## config.mk

```make
export PLATFORM = sky130hd
export DESIGN_NAME = apf_core_top
export DESIGN_NICKNAME = d
export VERILOG_FILES = /design/src/apf_bridge_pkg.sv /design/src/amiga_io_pkg.sv /design/src/bridge_regs.sv /design/src/video_formatter.sv /design/src/amiga_input_mux.sv /design/src/cpu_phase_gen.sv /design/src/apf_core_top.sv
export SDC_FILE = /design/constraint.sdc
export NUM_CORES = 1
export LEC_CHECK = 0
export BUFFER_PORTS_ARGS = -buffer_cell sky130_fd_sc_hd__buf_2
export CAP_MARGIN = 20
export CORE_AREA = 2 2 127 129
export CTS_CLUSTER_SIZE = 10
export DETAILED_ROUTE_END_ITERATION = 8
export DIE_AREA = 0 0 129 131
export REMOVE_ABC_BUFFERS = 1
export SYNTH_ARGS = -nofsm -noshare
export SYNTH_HDL_FRONTEND = slang
export SYNTH_SLANG_ARGS = --single-unit
```

## constraint.sdc

```tcl
create_clock -name clk_74a -period 4.1 [get_ports clk_74a]
set_input_delay 0.615 -clock clk_74a [delete_from_list [all_inputs] [get_ports clk_74a]]
set_output_delay 0.615 -clock clk_74a [all_outputs]
set_load 0.03 [all_outputs]
```

## src/apf_bridge_pkg.sv

```systemverilog
/*
 * host bridge bus types
 * video offset window base address and register offsets
 */

package apf_bridge_pkg;

	//////////////////////////////////////////////////
	// bus words
	//////////////////////////////////////////////////

	// byte address as the host puts it on the bridge
	typedef logic [31:0] bridge_addr_t;

	// one bridge data word, read or write
	typedef logic [31:0] bridge_data_t;

	//////////////////////////////////////////////////
	// address map
	//////////////////////////////////////////////////

	// low address bits that select a register inside a window
	localparam int WIN_LSB = 8;

	// video offset window, 0x200000xx
	localparam logic [23:0] VIDEO_WIN_BASE = 24'h200000; // compared against addr[31:8]

	// registers inside the video window, byte offsets
	localparam logic [7:0] REG_X_OFFSET = 8'h00; // horizontal picture shift
	localparam logic [7:0] REG_Y_OFFSET = 8'h04; // vertical picture shift

	// other windows on the bridge (host commands, mpu) are not decoded here
	// and read back as zero through the unmapped path

endpackage

```

## src/amiga_io_pkg.sv

```systemverilog
/*
 * video, pixel and offset types
 * joystick and keyboard/mouse channel types
 * resolution codes and cpu clock divider width
 */

package amiga_io_pkg;

	//////////////////////////////////////////////////
	// video
	//////////////////////////////////////////////////

	typedef logic [7:0]  color_t; // one colour channel
	typedef logic [23:0] pixel_t; // r in 23:16, g in 15:8, b in 7:0

	// picture shift in pixels / lines
	localparam int OFFSET_W = 8;
	typedef logic [OFFSET_W-1:0] offset_t;

	// chipset resolution, sent to the scaler in the hblank sideband word
	typedef enum logic [1:0] {
		res_lores = 2'd0, // all-zero sideband word
		res_hires = 2'd1,
		res_shres = 2'd2,
		res_rsvd  = 2'd3  // fourth code, passed through as is
	} res_e;

	//////////////////////////////////////////////////
	// input devices
	//////////////////////////////////////////////////

	typedef logic [31:0] cont_key_t; // dock controller key bitmap
	typedef logic [15:0] joy_t;      // amiga joystick word, 11 bits used

	// shared keyboard/mouse byte channel into the chipset
	typedef logic [7:0] km_byte_t;

	// slot names on the byte channel
	typedef enum logic [1:0] {
		km_mouse_y   = 2'd0,
		km_keyboard  = 2'd1,
		km_key_state = 2'd2,
		km_mouse_x   = 2'd3
	} km_type_e;

	//////////////////////////////////////////////////
	// cpu clocking
	//////////////////////////////////////////////////

	localparam int PHASE_DIV_W = 4; // 16 clocks per cpu cycle frame

endpackage

```

## src/bridge_regs.sv

```systemverilog
/*
 * video offset registers on the host bridge
 * write decode against the video window
 * registered read mux, unmapped reads give zero
 */

module bridge_regs #(
	parameter int OFFSET_W = amiga_io_pkg::OFFSET_W
) (
	input  logic                         clk_74a,
	input  logic                         cpu_rst,

	input  apf_bridge_pkg::bridge_addr_t bridge_addr,
	input  logic                         bridge_rd,
	input  logic                         bridge_wr,
	input  apf_bridge_pkg::bridge_data_t bridge_wr_data,
	output apf_bridge_pkg::bridge_data_t bridge_rd_data,

	output amiga_io_pkg::offset_t        x_offset,
	output amiga_io_pkg::offset_t        y_offset
);

	logic                         win_hit;     // address inside 0x200000xx
	logic [7:0]                   reg_sel;     // byte offset inside the window
	apf_bridge_pkg::bridge_data_t win_rd_data; // window local read value

	assign reg_sel = bridge_addr[apf_bridge_pkg::WIN_LSB-1:0];
	assign win_hit = (bridge_addr[31:apf_bridge_pkg::WIN_LSB] == apf_bridge_pkg::VIDEO_WIN_BASE);

	//////////////////////////////////////////////////
	// write decode
	//////////////////////////////////////////////////

	always_ff @(posedge clk_74a) begin
		if (!cpu_rst) begin
			x_offset <= '0;
			y_offset <= '0;
		end else if (bridge_wr && win_hit) begin
			case (reg_sel)
				apf_bridge_pkg::REG_X_OFFSET: x_offset <= bridge_wr_data[OFFSET_W-1:0];
				apf_bridge_pkg::REG_Y_OFFSET: y_offset <= bridge_wr_data[OFFSET_W-1:0];
				default: ; // holes in the window ignore writes
			endcase
		end
	end

	//////////////////////////////////////////////////
	// read path
	//////////////////////////////////////////////////

	// register select inside the window
	always_comb begin
		win_rd_data = '0;
		case (reg_sel)
			apf_bridge_pkg::REG_X_OFFSET: win_rd_data = apf_bridge_pkg::bridge_data_t'(x_offset);
			apf_bridge_pkg::REG_Y_OFFSET: win_rd_data = apf_bridge_pkg::bridge_data_t'(y_offset);
			default:                      win_rd_data = '0;
		endcase
	end

	// window mux, one register stage, holds between reads
	always_ff @(posedge clk_74a) begin
		if (!cpu_rst) begin
			bridge_rd_data <= '0;
		end else if (bridge_rd) begin
			bridge_rd_data <= win_hit ? win_rd_data : '0; // everything else unmapped
		end
	end

endmodule

```

## src/video_formatter.sv

```systemverilog
/*
 * video output formatter towards the scaler
 * x/y offset counters and data enable gating
 * four stage hsync delay, vsync pulse
 * interlace and resolution sideband words on the pixel bus
 */

module video_formatter #(
	parameter int OFFSET_W = amiga_io_pkg::OFFSET_W
) (
	input  logic                  clk_74a,
	input  logic                  cpu_rst,

	// chipset video, active low syncs
	input  logic                  core_hs,
	input  logic                  core_vs,
	input  logic                  core_hblank,
	input  logic                  core_vblank,
	input  amiga_io_pkg::color_t  core_r,
	input  amiga_io_pkg::color_t  core_g,
	input  amiga_io_pkg::color_t  core_b,
	input  logic                  field1,
	input  logic                  lace,
	input  amiga_io_pkg::res_e    res,

	// picture shift from the bridge
	input  amiga_io_pkg::offset_t x_offset,
	input  amiga_io_pkg::offset_t y_offset,

	output amiga_io_pkg::pixel_t  video_rgb,
	output logic                  video_de,
	output logic                  video_skip,
	output logic                  video_vs,
	output logic                  video_hs
);

	logic hs_d, vs_d, hblank_d; // inputs one edge back, for edge detect
	logic hs_fall;
	logic vs_fall;
	logic hblank_rise;
	logic active;               // neither blank asserted
	logic [3:0] hs_dly;         // hsync delay line

	logic [OFFSET_W-1:0] x_cnt; // pixels still to hide on this line
	logic [OFFSET_W-1:0] y_cnt; // lines still to hide in this field

	amiga_io_pkg::pixel_t lace_word;
	amiga_io_pkg::pixel_t res_word;

	assign hs_fall     = hs_d & ~core_hs;
	assign vs_fall     = vs_d & ~core_vs;
	assign hblank_rise = core_hblank & ~hblank_d;
	assign active      = ~core_hblank & ~core_vblank;

	//////////////////////////////////////////////////
	// sideband words
	//////////////////////////////////////////////////

	// scaler reads bit 1 as interlaced, bit 2 as the odd field
	assign lace_word = {21'd0, field1 & lace, lace, 1'b0};

	// res code in 15:13, lores ends up all zero
	assign res_word = {8'h00, 1'b0, res, 13'd0};

	//////////////////////////////////////////////////
	// output registers
	//////////////////////////////////////////////////

	always_ff @(posedge clk_74a) begin
		if (!cpu_rst) begin
			video_rgb  <= '0;
			video_de   <= 1'b0;
			video_skip <= 1'b0;
			video_vs   <= 1'b0;
			video_hs   <= 1'b0;
			hs_d       <= 1'b0;
			vs_d       <= 1'b0;
			hblank_d   <= 1'b0;
			hs_dly     <= '0;
			x_cnt      <= '0;
			y_cnt      <= '0;
		end else begin
			video_rgb  <= '0; // blank between sideband words
			video_de   <= 1'b0;
			video_skip <= 1'b0; // every pixel is kept
			video_vs   <= 1'b0;

			hs_d     <= core_hs;
			vs_d     <= core_vs;
			hblank_d <= core_hblank;

			// hsync pulse walks four stages, then out
			hs_dly   <= {hs_dly[2:0], hs_fall};
			video_hs <= hs_dly[3];

			if (hs_fall) begin
				x_cnt <= x_offset; // restart pixel skip each line
				if (y_cnt != '0)
					y_cnt <= y_cnt - 1'b1;
			end

			// vsync edge wins over active video, active video over hblank edge
			if (vs_fall) begin
				y_cnt     <= y_offset;
				video_vs  <= 1'b1;
				video_rgb <= lace_word;
			end else if (active) begin
				video_rgb <= {core_r, core_g, core_b};
				if (x_cnt == '0 && y_cnt == '0)
					video_de <= 1'b1; // past both offsets
				if (x_cnt != '0)
					x_cnt <= x_cnt - 1'b1;
			end else if (hblank_rise) begin
				video_rgb <= res_word; // first blank cycle only
			end
		end
	end

endmodule

```

## src/amiga_input_mux.sv

```systemverilog
/*
 * controller to amiga joystick remap, active low words
 * keyboard / key state / mouse bytes rotated onto one byte channel
 * level bit toggles each cycle to mark a fresh byte
 */

module amiga_input_mux (
	input  logic                    clk_74a,
	input  logic                    cpu_rst,

	input  amiga_io_pkg::cont_key_t cont1_key,
	input  amiga_io_pkg::cont_key_t cont2_key,
	input  amiga_io_pkg::cont_key_t cont3_key, // low byte carries key state
	input  amiga_io_pkg::km_byte_t  amiga_keyboard,
	input  amiga_io_pkg::km_byte_t  mouse_x,
	input  amiga_io_pkg::km_byte_t  mouse_y,

	output amiga_io_pkg::joy_t      joy0_n,
	output amiga_io_pkg::joy_t      joy1_n,
	output amiga_io_pkg::km_byte_t  kbd_mouse_data,
	output amiga_io_pkg::km_type_e  kbd_mouse_type,
	output logic                    kbd_mouse_level
);

	//////////////////////////////////////////////////
	// joysticks
	//////////////////////////////////////////////////

	// dock bitmap to amiga order
	// select r1 l1 y x a b up down left right, msb first
	function automatic amiga_io_pkg::joy_t joy_remap(input amiga_io_pkg::cont_key_t key);
		joy_remap = {5'd0,
			key[14], key[9], key[8], key[7], key[6], // select, shoulders, y, x
			key[4],  key[5],                         // fire a, fire b
			key[0],  key[1], key[2], key[3]};        // dpad
	endfunction

	assign joy0_n = ~joy_remap(cont1_key); // mouse port
	assign joy1_n = ~joy_remap(cont2_key); // joystick port

	//////////////////////////////////////////////////
	// keyboard/mouse channel
	//////////////////////////////////////////////////

	// slot fsm, one step per clock, 1 -> 2 -> 3 -> 0
	always_ff @(posedge clk_74a) begin
		if (!cpu_rst) begin
			kbd_mouse_type  <= amiga_io_pkg::km_mouse_y;
			kbd_mouse_level <= 1'b0;
		end else begin
			kbd_mouse_level <= ~kbd_mouse_level; // chipset samples on every level change
			case (kbd_mouse_type)
				amiga_io_pkg::km_keyboard:  kbd_mouse_type <= amiga_io_pkg::km_key_state;
				amiga_io_pkg::km_key_state: kbd_mouse_type <= amiga_io_pkg::km_mouse_x;
				amiga_io_pkg::km_mouse_x:   kbd_mouse_type <= amiga_io_pkg::km_mouse_y;
				default:                    kbd_mouse_type <= amiga_io_pkg::km_keyboard;
			endcase
		end
	end

	// byte loaded in step with the slot it goes with
	always_ff @(posedge clk_74a) begin
		case (kbd_mouse_type)
			amiga_io_pkg::km_keyboard:  kbd_mouse_data <= amiga_keyboard; // out with type 2
			amiga_io_pkg::km_key_state: kbd_mouse_data <= cont3_key[7:0]; // out with type 3
			amiga_io_pkg::km_mouse_x:   kbd_mouse_data <= mouse_x;        // out with type 0
			default:                    kbd_mouse_data <= mouse_y;        // out with type 1
		endcase
	end

endmodule

```

## src/cpu_phase_gen.sv

```systemverilog
/*
 * cpu clock enables from a free running divider
 * re-aligned on each rising c1 of the chip bus
 * ph1 / ph2 two phase enables and the bus cycle strobe
 */

module cpu_phase_gen #(
	parameter int PHASE_DIV_W = amiga_io_pkg::PHASE_DIV_W
) (
	input  logic clk_74a,
	input  logic cpu_rst,
	input  logic c1,      // chip bus phase, 7mhz class
	output logic cyc,     // one clock per four, bus cycle strobe
	output logic cpu_ph1,
	output logic cpu_ph2
);

	logic [PHASE_DIV_W-1:0] div;
	logic [PHASE_DIV_W-3:0] div_hi; // which quarter of the frame
	logic                   c1_d;
	logic                   c1_rise;

	assign c1_rise = c1 & ~c1_d;
	assign div_hi  = div[PHASE_DIV_W-1:2];

	//////////////////////////////////////////////////
	// divider
	//////////////////////////////////////////////////

	always_ff @(posedge clk_74a) begin
		if (!cpu_rst) begin
			div  <= '0;
			c1_d <= 1'b0;
		end else begin
			c1_d <= c1;
			if (c1_rise)
				div <= PHASE_DIV_W'(3); // snap to the c1 phase
			else
				div <= div + 1'b1;
		end
	end

	//////////////////////////////////////////////////
	// phase decode
	//////////////////////////////////////////////////

	always_ff @(posedge clk_74a) begin
		if (!cpu_rst) begin
			cyc     <= 1'b0;
			cpu_ph1 <= 1'b0;
			cpu_ph2 <= 1'b0;
		end else begin
			cyc <= (div[1:0] == 2'b00);
			if (div[1:0] == 2'b10) begin // phases only move here
				cpu_ph1 <= 1'b0;
				cpu_ph2 <= 1'b0;
				if (div_hi == '0)
					cpu_ph2 <= 1'b1;
				else if (div_hi == (PHASE_DIV_W-2)'(2))
					cpu_ph1 <= 1'b1; // half a frame after ph2
			end
		end
	end

endmodule

```

## src/apf_core_top.sv

```systemverilog
/*
 * core glue top level in the clk_74a domain
 * bridge registers, video formatter, input mux, cpu phase generator
 */

module apf_core_top #(
	parameter int OFFSET_W    = amiga_io_pkg::OFFSET_W,
	parameter int PHASE_DIV_W = amiga_io_pkg::PHASE_DIV_W
) (
	input  logic                         clk_74a,
	input  logic                         cpu_rst,

	// host bridge
	input  apf_bridge_pkg::bridge_addr_t bridge_addr,
	input  logic                         bridge_rd,
	input  logic                         bridge_wr,
	input  apf_bridge_pkg::bridge_data_t bridge_wr_data,
	output apf_bridge_pkg::bridge_data_t bridge_rd_data,

	// chipset video in
	input  logic                         core_hs,
	input  logic                         core_vs,
	input  logic                         core_hblank,
	input  logic                         core_vblank,
	input  amiga_io_pkg::color_t         core_r,
	input  amiga_io_pkg::color_t         core_g,
	input  amiga_io_pkg::color_t         core_b,
	input  logic                         field1,
	input  logic                         lace,
	input  amiga_io_pkg::res_e           res,

	// controllers, keyboard, mouse
	input  amiga_io_pkg::cont_key_t      cont1_key,
	input  amiga_io_pkg::cont_key_t      cont2_key,
	input  amiga_io_pkg::cont_key_t      cont3_key,
	input  amiga_io_pkg::km_byte_t       amiga_keyboard,
	input  amiga_io_pkg::km_byte_t       mouse_x,
	input  amiga_io_pkg::km_byte_t       mouse_y,

	input  logic                         c1,

	// scaler video out
	output amiga_io_pkg::pixel_t         video_rgb,
	output logic                         video_de,
	output logic                         video_skip,
	output logic                         video_vs,
	output logic                         video_hs,

	// to the chipset
	output amiga_io_pkg::joy_t           joy0_n,
	output amiga_io_pkg::joy_t           joy1_n,
	output amiga_io_pkg::km_byte_t       kbd_mouse_data,
	output amiga_io_pkg::km_type_e       kbd_mouse_type,
	output logic                         kbd_mouse_level,

	// to the cpu
	output logic                         cyc,
	output logic                         cpu_ph1,
	output logic                         cpu_ph2
);

	amiga_io_pkg::offset_t x_offset; // bridge -> formatter
	amiga_io_pkg::offset_t y_offset;

	//////////////////////////////////////////////////
	// blocks
	//////////////////////////////////////////////////

	bridge_regs #(
		.OFFSET_W (OFFSET_W)
	) u_bridge_regs (
		.clk_74a        (clk_74a),
		.cpu_rst        (cpu_rst),
		.bridge_addr    (bridge_addr),
		.bridge_rd      (bridge_rd),
		.bridge_wr      (bridge_wr),
		.bridge_wr_data (bridge_wr_data),
		.bridge_rd_data (bridge_rd_data),
		.x_offset       (x_offset),
		.y_offset       (y_offset)
	);

	video_formatter #(
		.OFFSET_W (OFFSET_W)
	) u_video_formatter (
		.clk_74a     (clk_74a),
		.cpu_rst     (cpu_rst),
		.core_hs     (core_hs),
		.core_vs     (core_vs),
		.core_hblank (core_hblank),
		.core_vblank (core_vblank),
		.core_r      (core_r),
		.core_g      (core_g),
		.core_b      (core_b),
		.field1      (field1),
		.lace        (lace),
		.res         (res),
		.x_offset    (x_offset),
		.y_offset    (y_offset),
		.video_rgb   (video_rgb),
		.video_de    (video_de),
		.video_skip  (video_skip),
		.video_vs    (video_vs),
		.video_hs    (video_hs)
	);

	amiga_input_mux u_amiga_input_mux (
		.clk_74a         (clk_74a),
		.cpu_rst         (cpu_rst),
		.cont1_key       (cont1_key),
		.cont2_key       (cont2_key),
		.cont3_key       (cont3_key),
		.amiga_keyboard  (amiga_keyboard),
		.mouse_x         (mouse_x),
		.mouse_y         (mouse_y),
		.joy0_n          (joy0_n),
		.joy1_n          (joy1_n),
		.kbd_mouse_data  (kbd_mouse_data),
		.kbd_mouse_type  (kbd_mouse_type),
		.kbd_mouse_level (kbd_mouse_level)
	);

	cpu_phase_gen #(
		.PHASE_DIV_W (PHASE_DIV_W)
	) u_cpu_phase_gen (
		.clk_74a (clk_74a),
		.cpu_rst (cpu_rst),
		.c1      (c1),
		.cyc     (cyc),
		.cpu_ph1 (cpu_ph1),
		.cpu_ph2 (cpu_ph2)
	);

endmodule

```

==> flow_metrics.py, run 1 <==
metrics = {
    "clock_tree": {
        "htreeDepth": 3,
        "clock_latency_ns": 0.34,
        "cts.sinks": 93,
        "clk_path_buf_depth": 2,
        "cts_buffers": 9,
        "clk_pin_slew_ns": 0.07,
        "ctsHoldBuffers": 0,
        "cts.repair.resized": 0,
        "post-cts-setup-buffers": 0,
        "cts_tree": "built",
        "root_buffer": "clkbuf_16",
    },
    "worst_setup_path": {
        "arrival_ns": 2.34,
        "crit_slowest_cell": "a2111oi_2",
        "rrSetupSlack_ns": 2.02,
        "path_class": "flop to flop",
        "crit_path_max_incr_delay_ns": 0.84,
        "start_kind": "flop",
        "crit_fanout": 7,
        "worstPathRequired_ns": 4.36,
        "cp_cell_sequence": "inv_1, ha_1, nor3b_2, a2111oi_2, nor2_1, o32ai_1",
        "cp-end-kind": "flop",
    },
    "power": {
        "p_comb_share_pct": 27.1,
        "leakage_nw": 2.79,
        "p_seq_share_pct": 38.9,
        "totalPowerFinal_mw": 2.65,
        "swShare_pct": 32.1,
        "ir_worst_vdd_uv": 221,
        "internal-power_mw": 1.80,
        "switchingPower_mw": 0.850,
        "power.density_mw_per_mm2": 457,
        "p_clk_share_pct": 34.0,
    },
    "sta": {
        "fmax_ghz": 0.480,
        "fin_setup_tns_ns": 0,
        "setup_violations": 0,
        "tightest_slew_ns": 0.874,
        "timing.final.ws_setup_ns": 2.02,
        "rsz0062_at_grt": "false",
        "skew_ns": 0.00769,
        "maxSlewViolCount": 0,
        "period_needed_ns": 2.08,
        "hold_viol": 0,
        "maxSlewHeadroom_pct": 41.6,
        "fin_crit_sh_pct": 50.8,
    },
    "placement": {
        "place_hpwl_mm": 7.72,
        "place_inst": 862,
        "place_ws_ns": 1.69,
        "portBuffers": 201,
        "dpl_cell_area_mm2": 0.00547,
        "globalplace.congestion": 0.759,
    },
    "grt": {
        "grt_busiest_layer": "met2",
        "grt_usage_pct": 11.6,
        "grtUsageMet3_pct": 1.87,
        "grt_pass1_wl_mm": 15.5,
        "grt_max_degree": 57,
        "grt_pass1_vias": 3327,
        "antenna_found_initial": 0,
        "use_met2_pct": 20.4,
        "met1_usage_pct": 13.7,
        "grt_overflow": 0,
    },
    "floorplan": {
        "die_area_mm2": 0.0169,
        "die_x_um": 129,
        "start_util_pct": 28.4,
        "core_area_mm2": 0.0156,
        "die_height_um": 131,
        "pin_count": 327,
        "rows": 46,
    },
    "detailed_routing": {
        "drtAntennaViolNets": 0,
        "drt_iter0_drc": 127,
        "routed_wirelength_mm": 10.1,
        "vias_per_cell": 4.17,
        "routedWlPerCell_um": 11.6,
        "firstDrtPassIters": 4,
        "vias": 3660,
        "drc": 0,
    },
    "final_layout": {
        "nets": 889,
        "final_cell_mix": "buf_2, dfxtp_1, inv_1",
        "drive_gt1_share_pct": 35.3,
        "fin_cells": 878,
        "fin_area_mm2": 0.00579,
        "syn2layout_area_growth_pct": 30.9,
        "antenna_cells": 0,
        "final_common_cell": "buf_2",
    },
    "min_path": {
        "min_path_type": "flop to flop",
    },
    "synth": {
        "yosys_warnings": 0,
        "synth_top_cells_by_area": "dfxtp_1, mux2i_1, buf_4",
        "yosys.area.top_type": "dfxtp_1",
        "synthesis.area_mm2": 0.00442,
        "synth_cell_types": 54,
        "seq_area_frac_synth_pct": 42.1,
        "ys_seq_elements": 93,
        "synthCells": 465,
        "synth_top_area_share_pct": 42.1,
        "async_flop_share_pct": 0,
        "ys.flop_type": "dfxtp_1",
        "synth_edf_count": 0,
        "syn_area_per_cell_um2": 9.51,
    },
    "job": {
        "drv_cap": 0,
    },
    "status": {
        "status": "completed",
    },
}
[worst paths after layout]
path,startpoint,endpoint,depth (start not counted)
max,u_video_formatter.x_cnt[0],u_video_formatter.x_cnt[4],6
min,u_amiga_input_mux.kbd_mouse_level,u_amiga_input_mux.kbd_mouse_level,1
max reg2reg,u_video_formatter.x_cnt[0],u_video_formatter.x_cnt[4],6
min reg2reg,u_amiga_input_mux.kbd_mouse_level,u_amiga_input_mux.kbd_mouse_level,1
[cells in the mapped netlist (all sizes together) (3+ instances only)]
| cell type | n |
|---|---|
| clkbuf | 17 |
| a222oi | 8 |
| buf | 38 |
| nand3b | 3 |
| or3 | 3 |
| nand2 | 38 |
| nand3 | 8 |
| nor2b | 11 |
| xnor2 | 4 |
| mux2i | 37 |
| a21oi | 17 |
| nor3b | 4 |
| a31oi | 3 |
| and2 | 30 |
| o21a | 9 |
| ha | 11 |
| nor4b | 9 |
| nand2b | 6 |
| mux2 | 3 |
| o21ai | 7 |
| dfxtp | 93 |
| nor2 | 16 |
| inv | 45 |
| and3 | 3 |
| nor3 | 5 |
| nor4 | 11 |
[cell type report]
cell class	instances	area [µm²]
repair buffers	203	1020
flip-flops and latches	93	1860
clock inverters	7	98.8
inverters	45	169
well taps	216	270
multi-input cells	305	2150
fillers	1594	9800
clock buffers	9	225
[critical path, delay by kind of cell, from the launching register on]
family	cells	cell delay (ns)
buffers and inverters	1	0.07
AOI/OAI and AO/OA	2	1.12
DFF	1	0.34
and+or+nand+nor	2	0.27
adders and majority gates	1	0.19
[registers in the layout (all words and copies together) (netlist names), 4 cells and up]
| register | cells |
|---|---|
| u_cpu_phase_gen.div | 4 |
| u_amiga_input_mux.kbd_mouse_data | 8 |
| u_bridge_regs.bridge_rd_data | 8 |
| u_video_formatter.y_cnt | 8 |
| u_bridge_regs.y_offset | 8 |
| u_bridge_regs.x_offset | 8 |
| u_video_formatter.x_cnt | 8 |
| u_video_formatter.video_rgb | 24 |
| u_video_formatter.hs_dly | 4 |
[power groups by stage]
stage	clock network (mW)	logic (mW)	registers (mW)
after floorplan	0	0.405	1.15
after global placement	0	0.716	1.05
after detailed placement	0	0.719	1.05
after CTS	0.934	0.721	1.03
after global routing	0.967	0.790	1.04
final	0.898	0.717	1.03
[metal layers]
metal,up-vias,routed length (µm)
met5,-,0
met4,0,212
met3,14,630
met2,145,4940
met1,1608,4370
li1,1893,-
[logic make-up after synthesis]
family / share of synthesized area [%]
and+or+nand+nor: 22.5
buffers and inverters: 12.2
DFF: 42.1
AOI/OAI and AO/OA: 9.84
muxes: 9.13
adders and majority gates: 3.11
xor gates and xnor gates: 0.990
other: 0.170
[metrics by stage]
step | util [%] | hold slack (ns)
after CTS | 37.1 | 0.411
final | 37.1 | 0.414
after detailed placement | 35.1 | 0.393
after global placement | 35.1 | 0.393
after global routing | 37.1 | 0.438
after floorplan | - | 0.412
(Power assumes the default switching activity.)
==> inputs of run 2 (changes only) <==
- CORE_AREA: 2 2 127 129 -> 2 2 128 130
- DIE_AREA: 0 0 129 131 -> 0 0 130 132
- clock period: 4.1 -> 2.14 ns (I/O delays scaled with it)
==> flow_metrics.py, run 2 (same netlist as run 1, synthesis figures left out) <==
metrics = {
    "worst_setup_path": {
        "crit_path_max_incr_delay_ns": 0.53,
        "worstPathRequired_ns": 2.37,
        "r2r_end": "u_video_formatter.x_cnt[6]",
        "r2r_start": "u_video_formatter.x_cnt[0]",
        "start_kind": "flop",
        "cp_cell_sequence": "inv_1, ha_1, nor3b_2, a2111o_1, and3_1, o31a_1",
        "path_depth": 6,
        "critPathBufInv": 1,
        "cp-end-kind": "flop",
        "reg2regPathDepth": 6,
        "rrSetupSlack_ns": 0.20,
        "arrival_ns": 2.17,
        "cp_top_family": "compound AO/OA/AOI/OAI gates",
        "crit_fanout": 7,
        "path_class": "flop to flop",
        "crit_slowest_cell": "a2111o_1",
    },
    "sta": {
        "fin_crit_sh_pct": 90.7,
        "skew_ns": 0.00650,
        "period_needed_ns": 1.94,
        "setup_violations": 0,
        "tightest_slew_ns": 0.539,
        "rsz0062_at_grt": "false",
        "fin_setup_tns_ns": 0,
        "maxSlewViolCount": 0,
        "fmax_ghz": 0.515,
        "hold_viol": 0,
        "maxSlewHeadroom_pct": 63.2,
    },
    "detailed_routing": {
        "vias_per_cell": 4.24,
        "routed_wirelength_mm": 10.5,
        "drtAntennaViolNets": 0,
        "drt_iter0_drc": 150,
        "firstDrtPassIters": 4,
        "routedWlPerCell_um": 11.8,
        "drc": 0,
        "vias": 3775,
    },
    "clock_tree": {
        "clk_pin_slew_ns": 0.07,
        "ctsHoldBuffers": 0,
        "clock_latency_ns": 0.34,
        "clk_path_buf_depth": 2,
        "post-cts-setup-buffers": 0,
        "root_buffer": "clkbuf_16",
        "cts_buffers": 9,
        "htreeDepth": 3,
        "cts.repair.resized": 0,
        "cts.sinks": 93,
        "cts_tree": "built",
    },
    "floorplan": {
        "die_height_um": 132,
        "rows": 46,
        "start_util_pct": 28.2,
        "die_x_um": 130,
        "core_area_mm2": 0.0157,
        "die_area_mm2": 0.0172,
        "pin_count": 327,
    },
    "placement": {
        "place_inst": 873,
        "globalplace.congestion": 0.812,
        "portBuffers": 201,
        "place_hpwl_mm": 8.15,
    },
    "min_path": {
        "min_to": "u_video_formatter.video_rgb[1]",
        "min_path_cells": 2,
        "worstHoldStart": "core_b[1]",
        "min_path_type": "primary input to flop",
    },
    "final_layout": {
        "top_register": "u_video_formatter.video_rgb",
        "largest_reg_flops": 24,
        "fillers": 1634,
        "final_common_cell": "buf_2",
        "syn2layout_area_growth_pct": 32.6,
        "drive_gt1_share_pct": 36.4,
        "regArea_mm2": 0.00186,
        "fin_cells": 890,
        "final_cell_mix": "buf_2, dfxtp_1, inv_1",
        "nets": 900,
        "multi_input_area_mm2": 0.00215,
    },
    "job": {
        "drv_cap": 0,
    },
    "grt": {
        "grt_pass1_wl_mm": 16.5,
        "antenna_found_initial": 1,
        "grt_max_degree": 57,
        "grt_usage_pct": 12.0,
        "grt_pass1_vias": 3492,
        "grt_overflow": 0,
    },
    "power": {
        "power.density_mw_per_mm2": 854,
        "leakage_nw": 2.83,
        "ir_worst_vdd_uv": 462,
    },
    "status": {
        "status": "completed",
    },
}
## run 2: cell count changes in the layout (fill, tap and decap cells not counted)
cell        previous run  this run
clkinv_4               2         1
buf_12                 0         1
diode_2                0         1
bufinv_16              2         1
buf_4                  2        12
clkinvlp_4             1         3
## run 2: area by class of cell
class | count | area share (%)
well taps | 216 | 4.61
diodes | 1 | 0.0427
clock inverters | 7 | 1.28
inverters | 45 | 2.88
clock buffers | 9 | 3.84
flip-flops and latches | 93 | 31.7
multi-input cells | 305 | 36.6
repair buffers | 214 | 19.0
## run 2: worst max-delay path by stage
stage                     slack (ns)                  startpoint                    endpoint
after floorplan                 0.28  u_video_formatter.x_cnt[0]  u_video_formatter.x_cnt[3]
after global placement          0.22  u_video_formatter.x_cnt[0]  u_video_formatter.x_cnt[6]
after detailed placement        0.22  u_video_formatter.x_cnt[0]  u_video_formatter.x_cnt[6]
after CTS                       0.20  u_video_formatter.x_cnt[0]  u_video_formatter.x_cnt[6]
after global routing            0.07  u_video_formatter.x_cnt[0]  u_video_formatter.x_cnt[3]
final                           0.20  u_video_formatter.x_cnt[0]  u_video_formatter.x_cnt[6]
## run 2: per-stage QoR
stage               setup slack (ns)  total power, mW  util (%)  instance area (µm²)  hold WS [ns]
floorplan                      0.283             2.97         -                 4180         0.412
detailed placement             0.221             3.45      35.4                 5560         0.393
finish                         0.200             5.01      37.3                 5870         0.171
global placement               0.217             3.44      35.4                 5560         0.395
CTS                            0.203             5.08      37.3                 5860         0.157
global route                  0.0747             5.32      37.3                 5870         0.156
## run 2: routing by layer
layer  part of all wire [%]  vias up  wire length, µm  track usage [%]
met1                     42     1701             4420             13.5
met2                     49      153             5170             21.6
met4                    1.1        0              113             2.57
met3                    7.9        8              837             4.22
met5                      0        -                0                0
li1                       -     1913                -                -
## run 2: report_power, final
group,internal (mW),switching (mW)
Combinational,0.571,0.862
Sequential,1.88,0.0915
Clock,0.909,0.693
Total,3.36,1.65
==> inputs of run 3 (changes only) <==
- CORE_AREA: 2 2 128 130 -> 2 2 126 128
- CTS_BUF_LIST: not set -> sky130_fd_sc_hd__clkbuf_8
- DIE_AREA: 0 0 130 132 -> 0 0 128 130
==> flow_metrics.py, run 3 (same netlist as run 1, synthesis figures left out) <==
metrics = {
    "clock_tree": {
        "post-cts-setup-buffers": 0,
        "cts_buffers": 9,
        "clock_latency_ns": 0.36,
        "ctsHoldBuffers": 0,
        "cts.repair.resized": 0,
        "clk_path_buf_depth": 2,
        "cts.sinks": 93,
        "clk_pin_slew_ns": 0.09,
        "htreeDepth": 3,
        "root_buffer": "clkbuf_8",
        "cts_tree": "built",
    },
    "detailed_routing": {
        "vias": 3734,
        "drc": 0,
        "drtAntennaViolNets": 0,
        "routedWlPerCell_um": 11.8,
        "firstDrtPassIters": 4,
        "vias_per_cell": 4.32,
        "routed_wirelength_mm": 10.2,
        "drt_iter0_drc": 163,
    },
    "sta": {
        "maxSlewHeadroom_pct": 62.8,
        "maxSlewViolCount": 0,
        "setup_violations": 0,
        "hold_viol": 0,
        "skew_ns": 0.0146,
        "rsz0062_at_grt": "false",
        "fin_crit_sh_pct": 88.8,
        "fmax_ghz": 0.526,
        "holdWs_ns": 0.147,
        "period_needed_ns": 1.90,
        "fin_setup_tns_ns": 0,
        "tightest_slew_ns": 0.543,
    },
    "job": {
        "drv_cap": 0,
    },
    "worst_setup_path": {
        "crit_path_start": "u_video_formatter.x_cnt[0]",
        "crit_path_max_incr_delay_ns": 0.50,
        "r2r_start": "u_video_formatter.x_cnt[0]",
        "cp_cell_sequence": "inv_1, ha_1, nor3b_2, a2111o_1, or3_1, a41oi_1",
        "start_kind": "flop",
        "path_class": "flop to flop",
        "arrival_ns": 2.18,
        "crit_slowest_cell": "a2111o_1",
        "crit_fanout": 6,
        "cp-end-kind": "flop",
        "worstPathRequired_ns": 2.42,
        "rrSetupSlack_ns": 0.24,
    },
    "final_layout": {
        "top_register": "u_video_formatter.video_rgb",
        "final_cell_mix": "buf_2, dfxtp_1, inv_1",
        "fin_cells": 865,
        "final_common_cell": "buf_2",
        "syn2layout_area_growth_pct": 29.5,
        "finish.utilization_pct": 37.1,
        "nets": 900,
        "drive_gt1_share_pct": 36.4,
        "largest_reg_flops": 24,
        "antenna_cells": 0,
    },
    "grt": {
        "grt_max_degree": 43,
        "grt_overflow": 0,
        "antenna_found_initial": 0,
        "grt_pass1_vias": 3358,
        "grt_pass1_wl_mm": 15.7,
        "grt_usage_pct": 11.9,
    },
    "floorplan": {
        "core_area_mm2": 0.0154,
        "start_util_pct": 28.7,
        "die_height_um": 130,
        "pin_count": 327,
        "die_area_mm2": 0.0166,
        "rows": 46,
        "die_x_um": 128,
    },
    "placement": {
        "place_inst": 849,
        "globalplace.congestion": 0.801,
        "portBuffers": 201,
        "place_hpwl_mm": 7.96,
    },
    "min_path": {
        "min_path_type": "primary input to flop",
        "worstHoldStart": "core_b[1]",
    },
    "power": {
        "ir_worst_vdd_uv": 278,
        "totalPowerFinal_mw": 4.54,
        "power.density_mw_per_mm2": 792,
        "leakage_nw": 2.79,
    },
    "status": {
        "status": "completed",
    },
}
[run 3: cell types whose count changed in the layout (fill, tap and decap cells not counted), sizes merged]
cell | previous run | this run
bufinv | 1 | 0
clkbuf | 9 | 12
clkinvlp | 3 | 1
diode | 1 | 0
[run 3: final cells by class]
class                   count  area (µm²)
clock inverters             4        30.0
fillers                  1597        9700
flip-flops and latches     93        1860
inverters                  45         169
clock buffers              12         165
well taps                 192         240
multi-input cells         305        2150
repair buffers            214        1120
[run 3: worst paths after layout]
kind	end	cells after the start
setup / recovery	u_video_formatter.x_cnt[3]	6
hold / removal	u_video_formatter.video_rgb[1]	2
setup reg to reg	u_video_formatter.x_cnt[3]	6
hold reg to reg	u_amiga_input_mux.kbd_mouse_level	1
[run 3: routing by layer]
metal | part of all wire, % | track usage (%)
met2 | 50 | 20.9
met4 | 2.3 | 5.95
met3 | 5.7 | 2.05
met1 | 42 | 14.0
met5 | 0 | 0
[run 3: metrics by stage]
stage / setup WS (ns) / instance area, µm²
after floorplan: 0.283 / 4180
after global placement: 0.254 / 5530
after detailed placement: 0.266 / 5530
after CTS: 0.240 / 5730
after global routing: 0.106 / 5730
final: 0.240 / 5730
[run 3: critical path, delay by kind of cell (launching register included)]
kind	cells	cell delay (ns)
buffers and inverters	1	0.08
DFF	1	0.36
and+or+nand+nor	2	0.49
AOI/OAI and AO/OA	2	0.69
adders and majority gates	1	0.19
[run 3: power by group]
group	internal, mW	total, mW	switching (mW)
Combinational	0.569	1.41	0.845
Sequential	1.88	1.97	0.0901
Clock	0.523	1.15	0.628
